===== src/snoop_pkg.sv =====
package snoop_pkg;

  // axi read data width, also the stream tdata width
  localparam int data_width = 64;
  // axi address width
  localparam int addr_width = 32;
  // axi id width
  localparam int id_width = 4;
  // burst length field, beats minus one
  localparam int len_width = 8;
  // one strobe bit per data byte
  localparam int strb_width = data_width / 8;

  // record tag sits in the top byte of a header beat
  localparam int tag_width = 8;
  // tag for a read address record
  localparam logic [tag_width-1:0] tag_ar = 8'h01;

  // read address channel payload
  typedef struct packed {
    logic [id_width-1:0]   id;
    logic [addr_width-1:0] addr;
    logic [len_width-1:0]  len;
  } ar_chan_t;

  // read data channel payload
  typedef struct packed {
    logic [id_width-1:0]   id;
    logic [data_width-1:0] data;
    logic [1:0]            resp;
    logic                  last;
  } r_chan_t;

  // one beat on the stream side, tkeep is implied all ones
  typedef struct packed {
    logic [data_width-1:0] data;
    logic [strb_width-1:0] strb;
    logic                  last;
  } stream_beat_t;

  // which record the builder is asked to produce
  typedef enum logic {
    rec_header,
    rec_data
  } rec_kind_t;

endpackage


===== src/snoop_ctrl.sv =====
`timescale 1ns/1ps

module snoop_ctrl (
  input  logic                 clk,
  input  logic                 resetn,
  // ar handshake halves, seen before gating
  input  logic                 snoop_arvalid,
  input  logic                 forward_arready,
  // r handshake halves, seen before gating
  input  logic                 snoop_rready,
  input  logic                 forward_rvalid,
  input  logic                 r_last,
  // output register has room for a beat this cycle
  input  logic                 can_push,
  output logic                 ar_open,
  output logic                 r_open,
  output logic                 ar_capture,
  output logic                 push,
  output snoop_pkg::rec_kind_t kind
);

  import snoop_pkg::*;

  // idle waits for an ar
  // header emits the address record
  // data follows r beats up to rlast
  typedef enum logic [1:0] {
    st_idle,
    st_header,
    st_data
  } state_t;

  state_t state;
  state_t state_next;

  // completed handshakes on the gated pairs
  logic ar_hs;
  logic r_hs;

  // ar only passes when no packet is in flight
  // and the output register can take the header soon after
  assign ar_open = (state == st_idle) && can_push;

  // r beats only pass while we can copy them out in the same cycle
  assign r_open = (state == st_data) && can_push;

  assign ar_hs = ar_open && snoop_arvalid && forward_arready;
  assign r_hs  = r_open && forward_rvalid && snoop_rready;

  // builder latches address and length on this pulse
  assign ar_capture = ar_hs;

  // header push waits for room, data push rides on the r handshake
  always_comb begin
    push = 1'b0;
    kind = rec_data;
    case (state)
      st_header: begin
        kind = rec_header;
        push = can_push;
      end
      st_data: begin
        kind = rec_data;
        push = r_hs;
      end
      default: begin
        kind = rec_data;
        push = 1'b0;
      end
    endcase
  end

  // next state
  always_comb begin
    state_next = state;
    case (state)
      st_idle: begin
        if (ar_hs) begin
          state_next = st_header;
        end
      end
      st_header: begin
        // header goes out once the register has room
        if (can_push) begin
          state_next = st_data;
        end
      end
      st_data: begin
        // packet ends with the beat carrying rlast
        if (r_hs && r_last) begin
          state_next = st_idle;
        end
      end
      default: begin
        state_next = st_idle;
      end
    endcase
  end

  always_ff @(posedge clk) begin
    if (!resetn) begin
      state <= st_idle;
    end else begin
      state <= state_next;
    end
  end

endmodule


===== src/stream_record_builder.sv =====
`timescale 1ns/1ps

module stream_record_builder (
  input  logic                    clk,
  input  logic                    resetn,
  // latch the ar fields for the header one cycle later
  input  logic                    ar_capture,
  input  snoop_pkg::ar_chan_t     ar_in,
  // current r beat, already gated by the controller
  input  snoop_pkg::r_chan_t      r_in,
  input  snoop_pkg::rec_kind_t    kind,
  output snoop_pkg::stream_beat_t beat
);

  import snoop_pkg::*;

  // captured burst address and length
  logic [addr_width-1:0] cap_addr;
  logic [len_width-1:0]  cap_len;

  always_ff @(posedge clk) begin
    if (!resetn) begin
      cap_addr <= '0;
      cap_len  <= '0;
    end else if (ar_capture) begin
      cap_addr <= ar_in.addr;
      cap_len  <= ar_in.len;
    end
  end

  always_comb begin
    beat = '0;
    case (kind)
      rec_header: begin
        // tag on top, length below it, address in the low bytes
        // bytes between length and address stay zero
        beat.data = {tag_ar, cap_len,
                     {(data_width - tag_width - len_width - addr_width){1'b0}},
                     cap_addr};
        // strobe marks only the meaningful header bytes
        beat.strb = {{(tag_width / 8){1'b1}},
                     {(len_width / 8){1'b1}},
                     {((data_width - tag_width - len_width - addr_width) / 8){1'b0}},
                     {(addr_width / 8){1'b1}}};
        // a header never closes a packet
        beat.last = 1'b0;
      end
      default: begin
        // read data passes untouched
        beat.data = r_in.data;
        beat.strb = '1;
        // rlast ends the stream packet too
        beat.last = r_in.last;
      end
    endcase
  end

endmodule


===== src/stream_out_reg.sv =====
`timescale 1ns/1ps

module stream_out_reg (
  input  logic                    clk,
  input  logic                    resetn,
  // load strobe from the controller
  input  logic                    push,
  input  snoop_pkg::stream_beat_t beat_in,
  input  logic                    stream_tready,
  // room for a new beat this cycle
  output logic                    can_push,
  output logic                    stream_tvalid,
  output snoop_pkg::stream_beat_t beat_out
);

  import snoop_pkg::*;

  // single entry, flag plus payload
  logic         full;
  stream_beat_t beat_q;

  // empty, or the held beat leaves this cycle
  assign can_push = !full || stream_tready;

  always_ff @(posedge clk) begin
    if (!resetn) begin
      full <= 1'b0;
    end else if (push) begin
      // new beat replaces one being drained
      full <= 1'b1;
    end else if (stream_tready) begin
      full <= 1'b0;
    end
  end

  // payload only moves on a push
  // so the stream side holds still under back-pressure
  always_ff @(posedge clk) begin
    if (push) begin
      beat_q <= beat_in;
    end
  end

  assign stream_tvalid = full;
  assign beat_out      = beat_q;

endmodule


===== src/axi_snoop_stream.sv =====
`timescale 1ns/1ps

module axi_snoop_stream (
  input  logic                    clk,
  input  logic                    resetn,
  // snooped master side
  input  snoop_pkg::ar_chan_t     snoop_ar,
  input  logic                    snoop_arvalid,
  output logic                    snoop_arready,
  output snoop_pkg::r_chan_t      snoop_r,
  output logic                    snoop_rvalid,
  input  logic                    snoop_rready,
  // forward slave side
  output snoop_pkg::ar_chan_t     forward_ar,
  output logic                    forward_arvalid,
  input  logic                    forward_arready,
  input  snoop_pkg::r_chan_t      forward_r,
  input  logic                    forward_rvalid,
  output logic                    forward_rready,
  // stream copy of each read
  output snoop_pkg::stream_beat_t stream_beat,
  output logic                    stream_tvalid,
  input  logic                    stream_tready
);

  import snoop_pkg::*;

  // gates from the controller
  logic ar_open;
  logic r_open;

  // controller to builder and output register
  logic         ar_capture;
  logic         push;
  rec_kind_t    kind;
  logic         can_push;
  stream_beat_t built_beat;

  // payloads go straight through
  assign forward_ar = snoop_ar;
  assign snoop_r    = forward_r;

  // ar handshake only while idle with room downstream
  assign forward_arvalid = snoop_arvalid && ar_open;
  assign snoop_arready   = forward_arready && ar_open;

  // r handshake only inside a packet with room downstream
  assign snoop_rvalid   = forward_rvalid && r_open;
  assign forward_rready = snoop_rready && r_open;

  snoop_ctrl i_snoop_ctrl (
    .clk             (clk),
    .resetn          (resetn),
    .snoop_arvalid   (snoop_arvalid),
    .forward_arready (forward_arready),
    .snoop_rready    (snoop_rready),
    .forward_rvalid  (forward_rvalid),
    .r_last          (forward_r.last),
    .can_push        (can_push),
    .ar_open         (ar_open),
    .r_open          (r_open),
    .ar_capture      (ar_capture),
    .push            (push),
    .kind            (kind)
  );

  // header from the captured ar, data from the live r beat
  stream_record_builder i_stream_record_builder (
    .clk        (clk),
    .resetn     (resetn),
    .ar_capture (ar_capture),
    .ar_in      (snoop_ar),
    .r_in       (forward_r),
    .kind       (kind),
    .beat       (built_beat)
  );

  // one beat of buffering toward the stream sink
  stream_out_reg i_stream_out_reg (
    .clk           (clk),
    .resetn        (resetn),
    .push          (push),
    .beat_in       (built_beat),
    .stream_tready (stream_tready),
    .can_push      (can_push),
    .stream_tvalid (stream_tvalid),
    .beat_out      (stream_beat)
  );

endmodule


===== config.mk =====
export PLATFORM = sky130hd
export DESIGN_NAME = axi_snoop_stream
export DESIGN_NICKNAME = d
export VERILOG_FILES = /design/src/snoop_pkg.sv /design/src/snoop_ctrl.sv /design/src/stream_record_builder.sv /design/src/stream_out_reg.sv /design/src/axi_snoop_stream.sv
export SDC_FILE = /design/constraint.sdc
export NUM_CORES = 1
export LEC_CHECK = 0
export ABC_AREA = 1
export BUFFER_PORTS_ARGS = -buffer_cell sky130_fd_sc_hd__buf_2
export CAP_MARGIN = 15
export CELL_PAD_IN_SITES_DETAIL_PLACEMENT = 0
export CELL_PAD_IN_SITES_GLOBAL_PLACEMENT = 1
export CORE_AREA = 3 3 98 170
export CTS_BUF_LIST = sky130_fd_sc_hd__clkbuf_8
export CTS_CLUSTER_SIZE = 30
export DETAILED_ROUTE_END_ITERATION = 8
export DIE_AREA = 0 0 101 173
export MAX_ROUTING_LAYER = met4
export PLACE_DENSITY_LB_ADDON = 0.1
export SLEW_MARGIN = 30
export SYNTH_ARGS = -nofsm -noshare
export SYNTH_HDL_FRONTEND = slang
export SYNTH_SLANG_ARGS = --single-unit
export TNS_END_PERCENT = 10

===== constraint.sdc =====
create_clock -name clk -period 4.7 [get_ports clk]
set_input_delay 0.94 -clock clk [delete_from_list [all_inputs] [get_ports clk]]
set_output_delay 0.94 -clock clk [all_outputs]
set_load 0.01 [all_outputs]

# After elaboration in Yosys (flattened, before gate mapping)
# Cells that the tools add are included.
word_totals:
  word_cells: 35
  n_memories: 0
  mem_bits_rw: 0
  output_inout_bits: 193
  register_bits: 116
  in_bits: 122
  latchBits: 0
  rom_bits: 0
op_classes:
  mux: 8
  reduce_logical: 14
  div: 0
  addsub: 0
  n_bitwise: 0
  n_shift: 0
  n_eq_ne: 5
  mul: 0
  magnitude_cmp: 0
ops:
  columns: ["cell", "n"]
  rows:
  - ["65-bit 2-to-1 mux", 1]
  - ["1-bit logical AND", 9]
  - ["2-bit 2-to-1 mux", 3]
  - ["2-bit case mux with 3 select lines", 1]
  - ["2-bit != test, second input constant", 2]
  - ["3-bit AND reduction", 1]
  - ["2-bit by 1-bit equality test with 1-bit output, second input constant", 1]
  - ["2-bit equality test, second input constant", 1]
  - ["2-bit logical NOT", 1]
  - ["1-bit 2-to-1 mux", 2]
  - ["2-bit by 1-bit != test with 1-bit output, second input constant", 1]
  - ["1-bit case mux with 2 select lines", 1]
  - ["2-bit nonzero test", 1]
  - ["1-bit logical NOT", 1]
  - ["1-bit logical OR", 1]

# Depth between registers and ports, before layout
# Gate-level depths: netlist (run 1).
depth:
  depth_word: 8
  ltp_mapped: 9

# Cells and area by module
# Synthesis (run 1) repeated with hierarchy kept, for this count alone.
hier_totals:
  cells_unflattened: 684
  area_unflattened_um2: 5811.8
by_module_without_submodules:
  columns: ["mod", "n_inst", "cells_each", "area_each_um2"]
  rows:
  - ["stream_record_builder", 1, 443, 2442.3]
  - ["stream_out_reg", 1, 79, 2238.4]
  - ["axi_snoop_stream", 1, 123, 893.4]
  - ["snoop_ctrl", 1, 39, 237.7]

# Worst setup path after synthesis (run 1)
# No wires, ideal clock.
synth_path:
  kind: "input port to flip-flop"
  start: "input stream_tready"
  end: "register i_stream_out_reg.beat_q (netlist bit i_stream_out_reg.beat_out[0]), enable pin"
  required_time_ns: 4.280
  cell_stages: 6
  slack_ns: 1.663
  setup_ns: 0.420
  arrival_time_ns: 2.617
  cell_sequence: "inv_1 nand2_2 nand4_1 nand2_1 nand2_1 inv_1"
synth_via:
  elab_chain_cells: 5
synth_rtl:
  columns: ["element", "line", "text"]
  rows:
  - ["from (decl)", "axi_snoop_stream.sv:23", "input logic stream_tready"]
  - ["1-bit logical OR (*)", "stream_out_reg.sv:23", "assign can_push = !full || stream_tready;"]
  - ["1-bit logical AND", "snoop_ctrl.sv:45", "assign r_open = (state == st_data) && can_push;"]
  - ["1-bit logical AND (2 in a row)", "snoop_ctrl.sv:48", "assign r_hs = r_open && forward_rvalid && snoop_rready;"]
  - ["1-bit case mux with 2 select lines (*)", "snoop_ctrl.sv:57", "case (state)"]
  - ["via i_snoop_ctrl.push", "snoop_ctrl.sv:18", "output logic push,"]
  - ["to (signal assigned)", "stream_out_reg.sv:40", "beat_q <= beat_in;"]
  - ["to (decl)", "stream_out_reg.sv:20", "stream_beat_t beat_q;"]
# The timed path passes the listed nets; every way through them passes the cells marked *.
# A chain may end at the register's enable or synchronous reset.

# Worst setup path in the final report (run 1)
layout_path:
  start: "input stream_tready"
  end: "output forward_arvalid"
layout_via:
  elab_chain_cells: 3
layout_rtl:
  columns: ["element", "line", "text"]
  rows:
  - ["1-bit logical OR", "stream_out_reg.sv:23", null]
  - ["1-bit logical AND", "snoop_ctrl.sv:42", "assign ar_open = (state == st_idle) && can_push;"]
  - ["1-bit logical AND", "axi_snoop_stream.sv:44", "assign forward_arvalid = snoop_arvalid && ar_open;"]
  - ["to (decl)", "axi_snoop_stream.sv:15", "output logic forward_arvalid,"]
# No other way between the ends.

==> flow_summary.json, run 1 <==
{
  "layout.nets": 841,
  "yosysUniqueCellTypes": 23,
  "clock-root-buffer": "clkbuf_8",
  "finalPower_mw": 2.67,
  "fin_setup_tns_ns": 0,
  "row_count": 60,
  "holdWs_ns": 0.454,
  "grt_pass1_wl_mm": 19.7,
  "path_max_fanout": 7,
  "r2r-start": "i_snoop_ctrl.state[1]",
  "cellLeakagePower_nw": 2.91,
  "antenna_left": 0,
  "insertion_delay_ns": 0.37,
  "final-setup-viol-count": 0,
  "numCtsBuffers": 9,
  "ir_drop_v": 0.000184,
  "worstPathArrival_ns": 1.67,
  "worstPathCellList": "buf_2 > inv_1 > nand2_2 > nand2_1 > nor2_1 > buf_2",
  "port_buffers": 288,
  "maxCapViolCount": 0,
  "via_per_inst": 4.31,
  "clkTransAtPathRegs_ns": 0.10,
  "drv_slew": 0,
  "io_pins": 315,
  "worstMarginPinSlew_ns": 0.695,
  "final_common_cell": "buf_2",
  "whs_path_depth": 2,
  "max_stage_delay_ns": 0.19,
  "drc": 0,
  "rsz0062_at_grt": "false",
  "track_usage_pct": 14.9,
  "wl_mm": 12.9,
  "cts_resized": 0,
  "pwr_density_cell_mw_per_mm2": 438,
  "yosys_warnings": 0,
  "syn2layout_area_growth_pct": 16.8,
  "cts_tree": "yes",
  "finalCritPeriodShare_pct": 55.4,
  "hp-class": "register to register",
  "yosysSeqAreaShare_pct": 54.4,
  "min_to": "i_stream_record_builder.cap_addr[4]",
  "ff2ff_path_depth": 8,
  "initial_core_util_pct": 33.8,
  "post-cts-setup-buffers": 0,
  "cp-end-kind": "output pin",
  "required_ns": 3.76,
  "antennaDiodeCount": 0,
  "htree_levels": 3,
  "coreArea_mm2": 0.0155,
  "die_x_um": 101,
  "drt_iter0_drc": 79,
  "cpMostUsedCell": "buf_2",
  "syn_inst": 551,
  "final_layout_size_suffix_gt1_share_pct": 43.5,
  "clk_path_buf_depth": 2,
  "cts.hold.buffers_added": 0,
  "grt_max_degree": 79,
  "grt_pass1_vias": 3870,
  "criticalPathCategory": "input port to output pin",
  "path_buf_inv": 3,
  "die_area_mm2": 0.0175,
  "final_cell_mix": "buf_2 (288), o21ai_0 (74), inv_1 (72)",
  "ys_ff_latch": 109,
  "crit_family": "simple AND/OR/NAND/NOR gates",
  "synth_area_mm2": 0.00522,
  "antenna_found_initial": 0,
  "fmax_mhz": 384,
  "r2r-end": "i_stream_out_reg.beat_out[27]",
  "first_pass_iters": 4,
  "dr_total_vias": 3909,
  "finalClockSkew_ns": 0.0175,
  "dp_hpwl_mm": 9.98,
  "maxSlewHeadroom_pct": 53.7,
  "reg2reg_slack_ns": 2.44,
  "status": "completed",
  "syn_area_per_cell_um2": 9.48,
  "clkSinkCount": 109,
  "wire_per_inst_um": 14.2,
  "timing.final.hold_violations": 0,
  "die_h_um": 173,
  "min_from": "i_stream_record_builder.cap_addr[4]",
  "crit_slowest_cell": "nor2_1",
  "min_period_ns": 2.61,
  "start_kind": "input port",
  "grt-ovfl-total": 0,
  "gp_congestion": 0.782
}
## kinds of logic (layout without fill, tap and decap cells)
logic type	Yosys count	in the layout	share of synthesized area, %
buf+inv	219	383	25.3
compound gates	117	117	11.3
flops	109	109	54.4
simple gates	101	101	7.88
fa+ha+maj	4	4	0.959
other cells	1	6	0.0718
## cell usage after synthesis, drive strengths merged
cell	n	share of area (%)
buf	133	19
inv	74	5.3
o21ai	74	7.1
edfxtp	66	38
nand2	59	4.3
dfxtp	43	16
a21oi	41	3.9
nor2	33	2.4
clkbuf	12	0.93
nand3	6	0.58
ha	4	0.96
nand4	2	0.53
a41oi	1	0.17
conb	1	0.072
o21bai	1	0.14
or2	1	0.12
## final cells by class
class	instances	area [um2]
repair buffers	293	1490
inverters	74	278
flip-flops and latches	109	2840
fillers	1671	9370
clock inverters	7	51.3
well taps	186	233
multi-input cells	228	1080
clock buffers	9	124
## worst min-delay path: cells and delay by family, from the launching register on
family          cells  cell delay, ns
flops               1            0.31
buf+inv             1            0.05
compound gates      1            0.05
## registers in the layout, summed over array words and instances, names as in the netlist
| signal | count |
|---|---|
| i_snoop_ctrl.state | 2 |
| i_stream_out_reg.beat_out | 66 |
| i_stream_out_reg.stream_tvalid | 1 |
| i_stream_record_builder.cap_addr | 32 |
| i_stream_record_builder.cap_len | 8 |
## report_power, final
group | switching (mW) | internal (mW)
combinational | 0.544 | 0.282
sequential | 0.0464 | 1.28
clock | 0.327 | 0.195
## routing by layer
metal | part of all wire (%) | track usage [%] | vias to the layer above
li1 | - | - | 1966
met1 | 36 | 14.5 | 1743
met2 | 55 | 27.9 | 180
met3 | 7.7 | 2.95 | 20
met4 | 2.1 | 5.71 | 0
met5 | 0 | - | -
## stage by stage
| stage | cell area [um2] | util (%) | std cells | setup WS (ns) |
|---|---|---|---|---|
| finish | 6100 | 39.4 | 906 | 2.09 |
| global route | 6100 | 39.4 | 906 | 1.99 |
| CTS | 6080 | 39.3 | 905 | 2.09 |
| detailed placement | 5900 | 38.2 | 889 | 1.99 |
| global placement | 5900 | 38.2 | 889 | 2.06 |
| floorplan | 5240 | - | 556 | 1.66 |
## worst max-delay path by stage
stage                     depth (start not counted)  slack [ns]                              endpoint     startpoint
after global placement                           10        2.06                 i_snoop_ctrl.state[1]  stream_tready
after floorplan                                   6        1.66          i_stream_out_reg.beat_out[0]  stream_tready
final                                             6        2.09                       forward_arvalid  stream_tready
after detailed placement                          6        1.99  i_stream_record_builder.cap_addr[19]  stream_tready
after CTS                                         6        2.09                       forward_arvalid  stream_tready
after global routing                              6        1.99                       forward_arvalid  stream_tready
(Power assumes the default switching activity.)
==> run 2, diff against run 1 <==
--- a/config.mk
+++ b/config.mk
@@ -10,11 +10,11 @@
 export CAP_MARGIN = 15
 export CELL_PAD_IN_SITES_DETAIL_PLACEMENT = 0
 export CELL_PAD_IN_SITES_GLOBAL_PLACEMENT = 1
-export CORE_AREA = 3 3 98 170
+export CORE_AREA = 3 3 106 184
 export CTS_BUF_LIST = sky130_fd_sc_hd__clkbuf_8
 export CTS_CLUSTER_SIZE = 30
 export DETAILED_ROUTE_END_ITERATION = 8
-export DIE_AREA = 0 0 101 173
+export DIE_AREA = 0 0 109 187
 export MAX_ROUTING_LAYER = met4
 export PLACE_DENSITY_LB_ADDON = 0.1
 export SLEW_MARGIN = 30
==> constraint.sdc (replaced) <==
create_clock -name clk -period 2.16 [get_ports clk]
set_input_delay 0.432 -clock clk [delete_from_list [all_inputs] [get_ports clk]]
set_output_delay 0.432 -clock clk [all_outputs]
set_load 0.01 [all_outputs]
==> run 2 against run 1 <==
  * Sequential power is 120% higher
  * Combinational power rose by 130%
  * First-iteration DRC count grew 32%
  * Power grew 120%
  * Non-clock buffer count grew 1
==> flow_summary.json, run 2 (synthesis gave the netlist of run 1 again) <==
{
  "status": "completed",
  "grt_max_degree": 80,
  "crit_family": "flip-flops",
  "layout.nets": 842,
  "die_x_um": 109,
  "numCtsBuffers": 9,
  "syn2layout_area_growth_pct": 18.9,
  "antenna_found_initial": 0,
  "fin_setup_tns_ns": 0,
  "grt-ovfl-total": 0,
  "clk_path_buf_depth": 2,
  "final_layout_size_suffix_gt1_share_pct": 44.1,
  "whs_path_depth": 2,
  "row_count": 65,
  "drt_iter0_drc": 104,
  "wl_mm": 13.3,
  "reg2reg_slack_ns": 0.37,
  "required_ns": 1.73,
  "crit_slowest_cell": "dfxtp_1",
  "wire_per_inst_um": 14.0,
  "ir_drop_v": 0.000381,
  "maxCapViolCount": 0,
  "grt_pass1_wl_mm": 20.3,
  "cp-end-kind": "output pin",
  "die_area_mm2": 0.0204,
  "worstMarginPinSlew_ns": 0.668,
  "timing.final.hold_violations": 0,
  "holdWs_ns": 0.339,
  "maxSlewHeadroom_pct": 55.5,
  "max_stage_delay_ns": 0.34,
  "post-cts-setup-buffers": 0,
  "io_pins": 315,
  "antennaDiodeCount": 0,
  "insertion_delay_ns": 0.36,
  "die_h_um": 187,
  "path_buf_inv": 2,
  "final-setup-viol-count": 0,
  "clkTransAtPathRegs_ns": 0.10,
  "min_from": "forward_r[59]",
  "r2r-start": "i_snoop_ctrl.state[1]",
  "port_buffers": 288,
  "htree_levels": 3,
  "start_kind": "register",
  "initial_core_util_pct": 28.8,
  "worstPathArrival_ns": 1.52,
  "finalClockSkew_ns": 0.0133,
  "min_to": "i_stream_out_reg.beat_out[65]",
  "n_fill_cell": 1969,
  "first_pass_iters": 4,
  "drc": 0,
  "cts.hold.buffers_added": 0,
  "path_max_fanout": 4,
  "cts_resized": 0,
  "pwr_density_cell_mw_per_mm2": 949,
  "dr_total_vias": 3912,
  "final_cell_mix": "buf_2 (288), o21ai_0 (74), inv_1 (72)",
  "largest_reg_flops": 66,
  "rsz0062_at_grt": "false",
  "worstPathCellList": "inv_1 > ha_1 > nand2_1 > nor2_1 > buf_2",
  "finalCritPeriodShare_pct": 90.2,
  "dp_hpwl_mm": 10.4,
  "fmax_mhz": 513,
  "via_per_inst": 4.10,
  "clkSinkCount": 109,
  "gp_congestion": 0.775,
  "criticalPathCategory": "register to output pin",
  "final_common_cell": "buf_2",
  "clock-root-buffer": "clkbuf_8",
  "r2r-end": "i_stream_record_builder.cap_addr[1]",
  "drv_slew": 0,
  "fin_cells": 955,
  "cellLeakagePower_nw": 2.94,
  "hp-class": "input port to register",
  "antenna_left": 0,
  "coreArea_mm2": 0.0181,
  "track_usage_pct": 13.2,
  "ff2ff_path_depth": 6,
  "min_period_ns": 1.95,
  "grt_pass1_vias": 4039,
  "place_inst": 939,
  "cts_tree": "yes"
}
## run 2: changes by cell type in the layout (fill, tap and decap cells not counted), sizes merged
| cell | before | now |
|---|---|---|
| clkinvlp | 3 | 2 |
| inv | 75 | 76 |
| buf | 293 | 294 |
## run 2: worst max-delay path by stage
stage	slack, ns	cells after the start	startpoint	to
6_report	0.21	5	i_snoop_ctrl.state[1]	forward_arvalid
5_1_grt	0.03	5	i_snoop_ctrl.state[1]	forward_arvalid
3_3_place_gp	0.42	8	stream_tready	i_stream_out_reg.beat_out[35]
4_1_cts	0.18	5	i_snoop_ctrl.state[1]	forward_arvalid
3_5_place_dp	0.34	6	i_snoop_ctrl.state[1]	i_stream_record_builder.cap_len[7]
2_1_floorplan	0.0005	6	i_snoop_ctrl.state[1]	i_stream_out_reg.beat_out[0]
## run 2: stage by stage
stage               instance area (um2)  util [%]  setup slack (ns)  total power, mW
CTS                                6210      34.2             0.182             6.03
global route                       6210      34.2            0.0285             6.33
finish                             6210      34.2             0.211             5.89
global placement                   6030      33.3             0.419             4.85
floorplan                          5260         -          0.000479             4.21
detailed placement                 6030      33.3             0.341             4.87
## run 2: final cells by class
class                      instances  area (um2)  area share, %
clock buffer                       9         124           2.00
clock inverter                     7        52.6          0.847
inverter                          74         284           4.58
multi-input combinational        228        1090           17.5
sequential                       109        2840           45.8
tap                              234         293           4.72
timing repair buffer             294        1520           24.6
## run 2: report_power, final
| group | internal [mW] | switching [mW] |
|---|---|---|
| registers | 2.78 | 0.113 |
| clock network | 0.427 | 0.706 |
| logic | 0.657 | 1.21 |
| total | 3.87 | 2.02 |
## run 2: per-layer routing
layer	vias up	global-route usage, %	wire, um
met3	10	2.00	904
met4	0	4.76	242
met5	-	-	0
met2	172	24.9	7330
li1	1973	-	-
met1	1757	13.3	4850
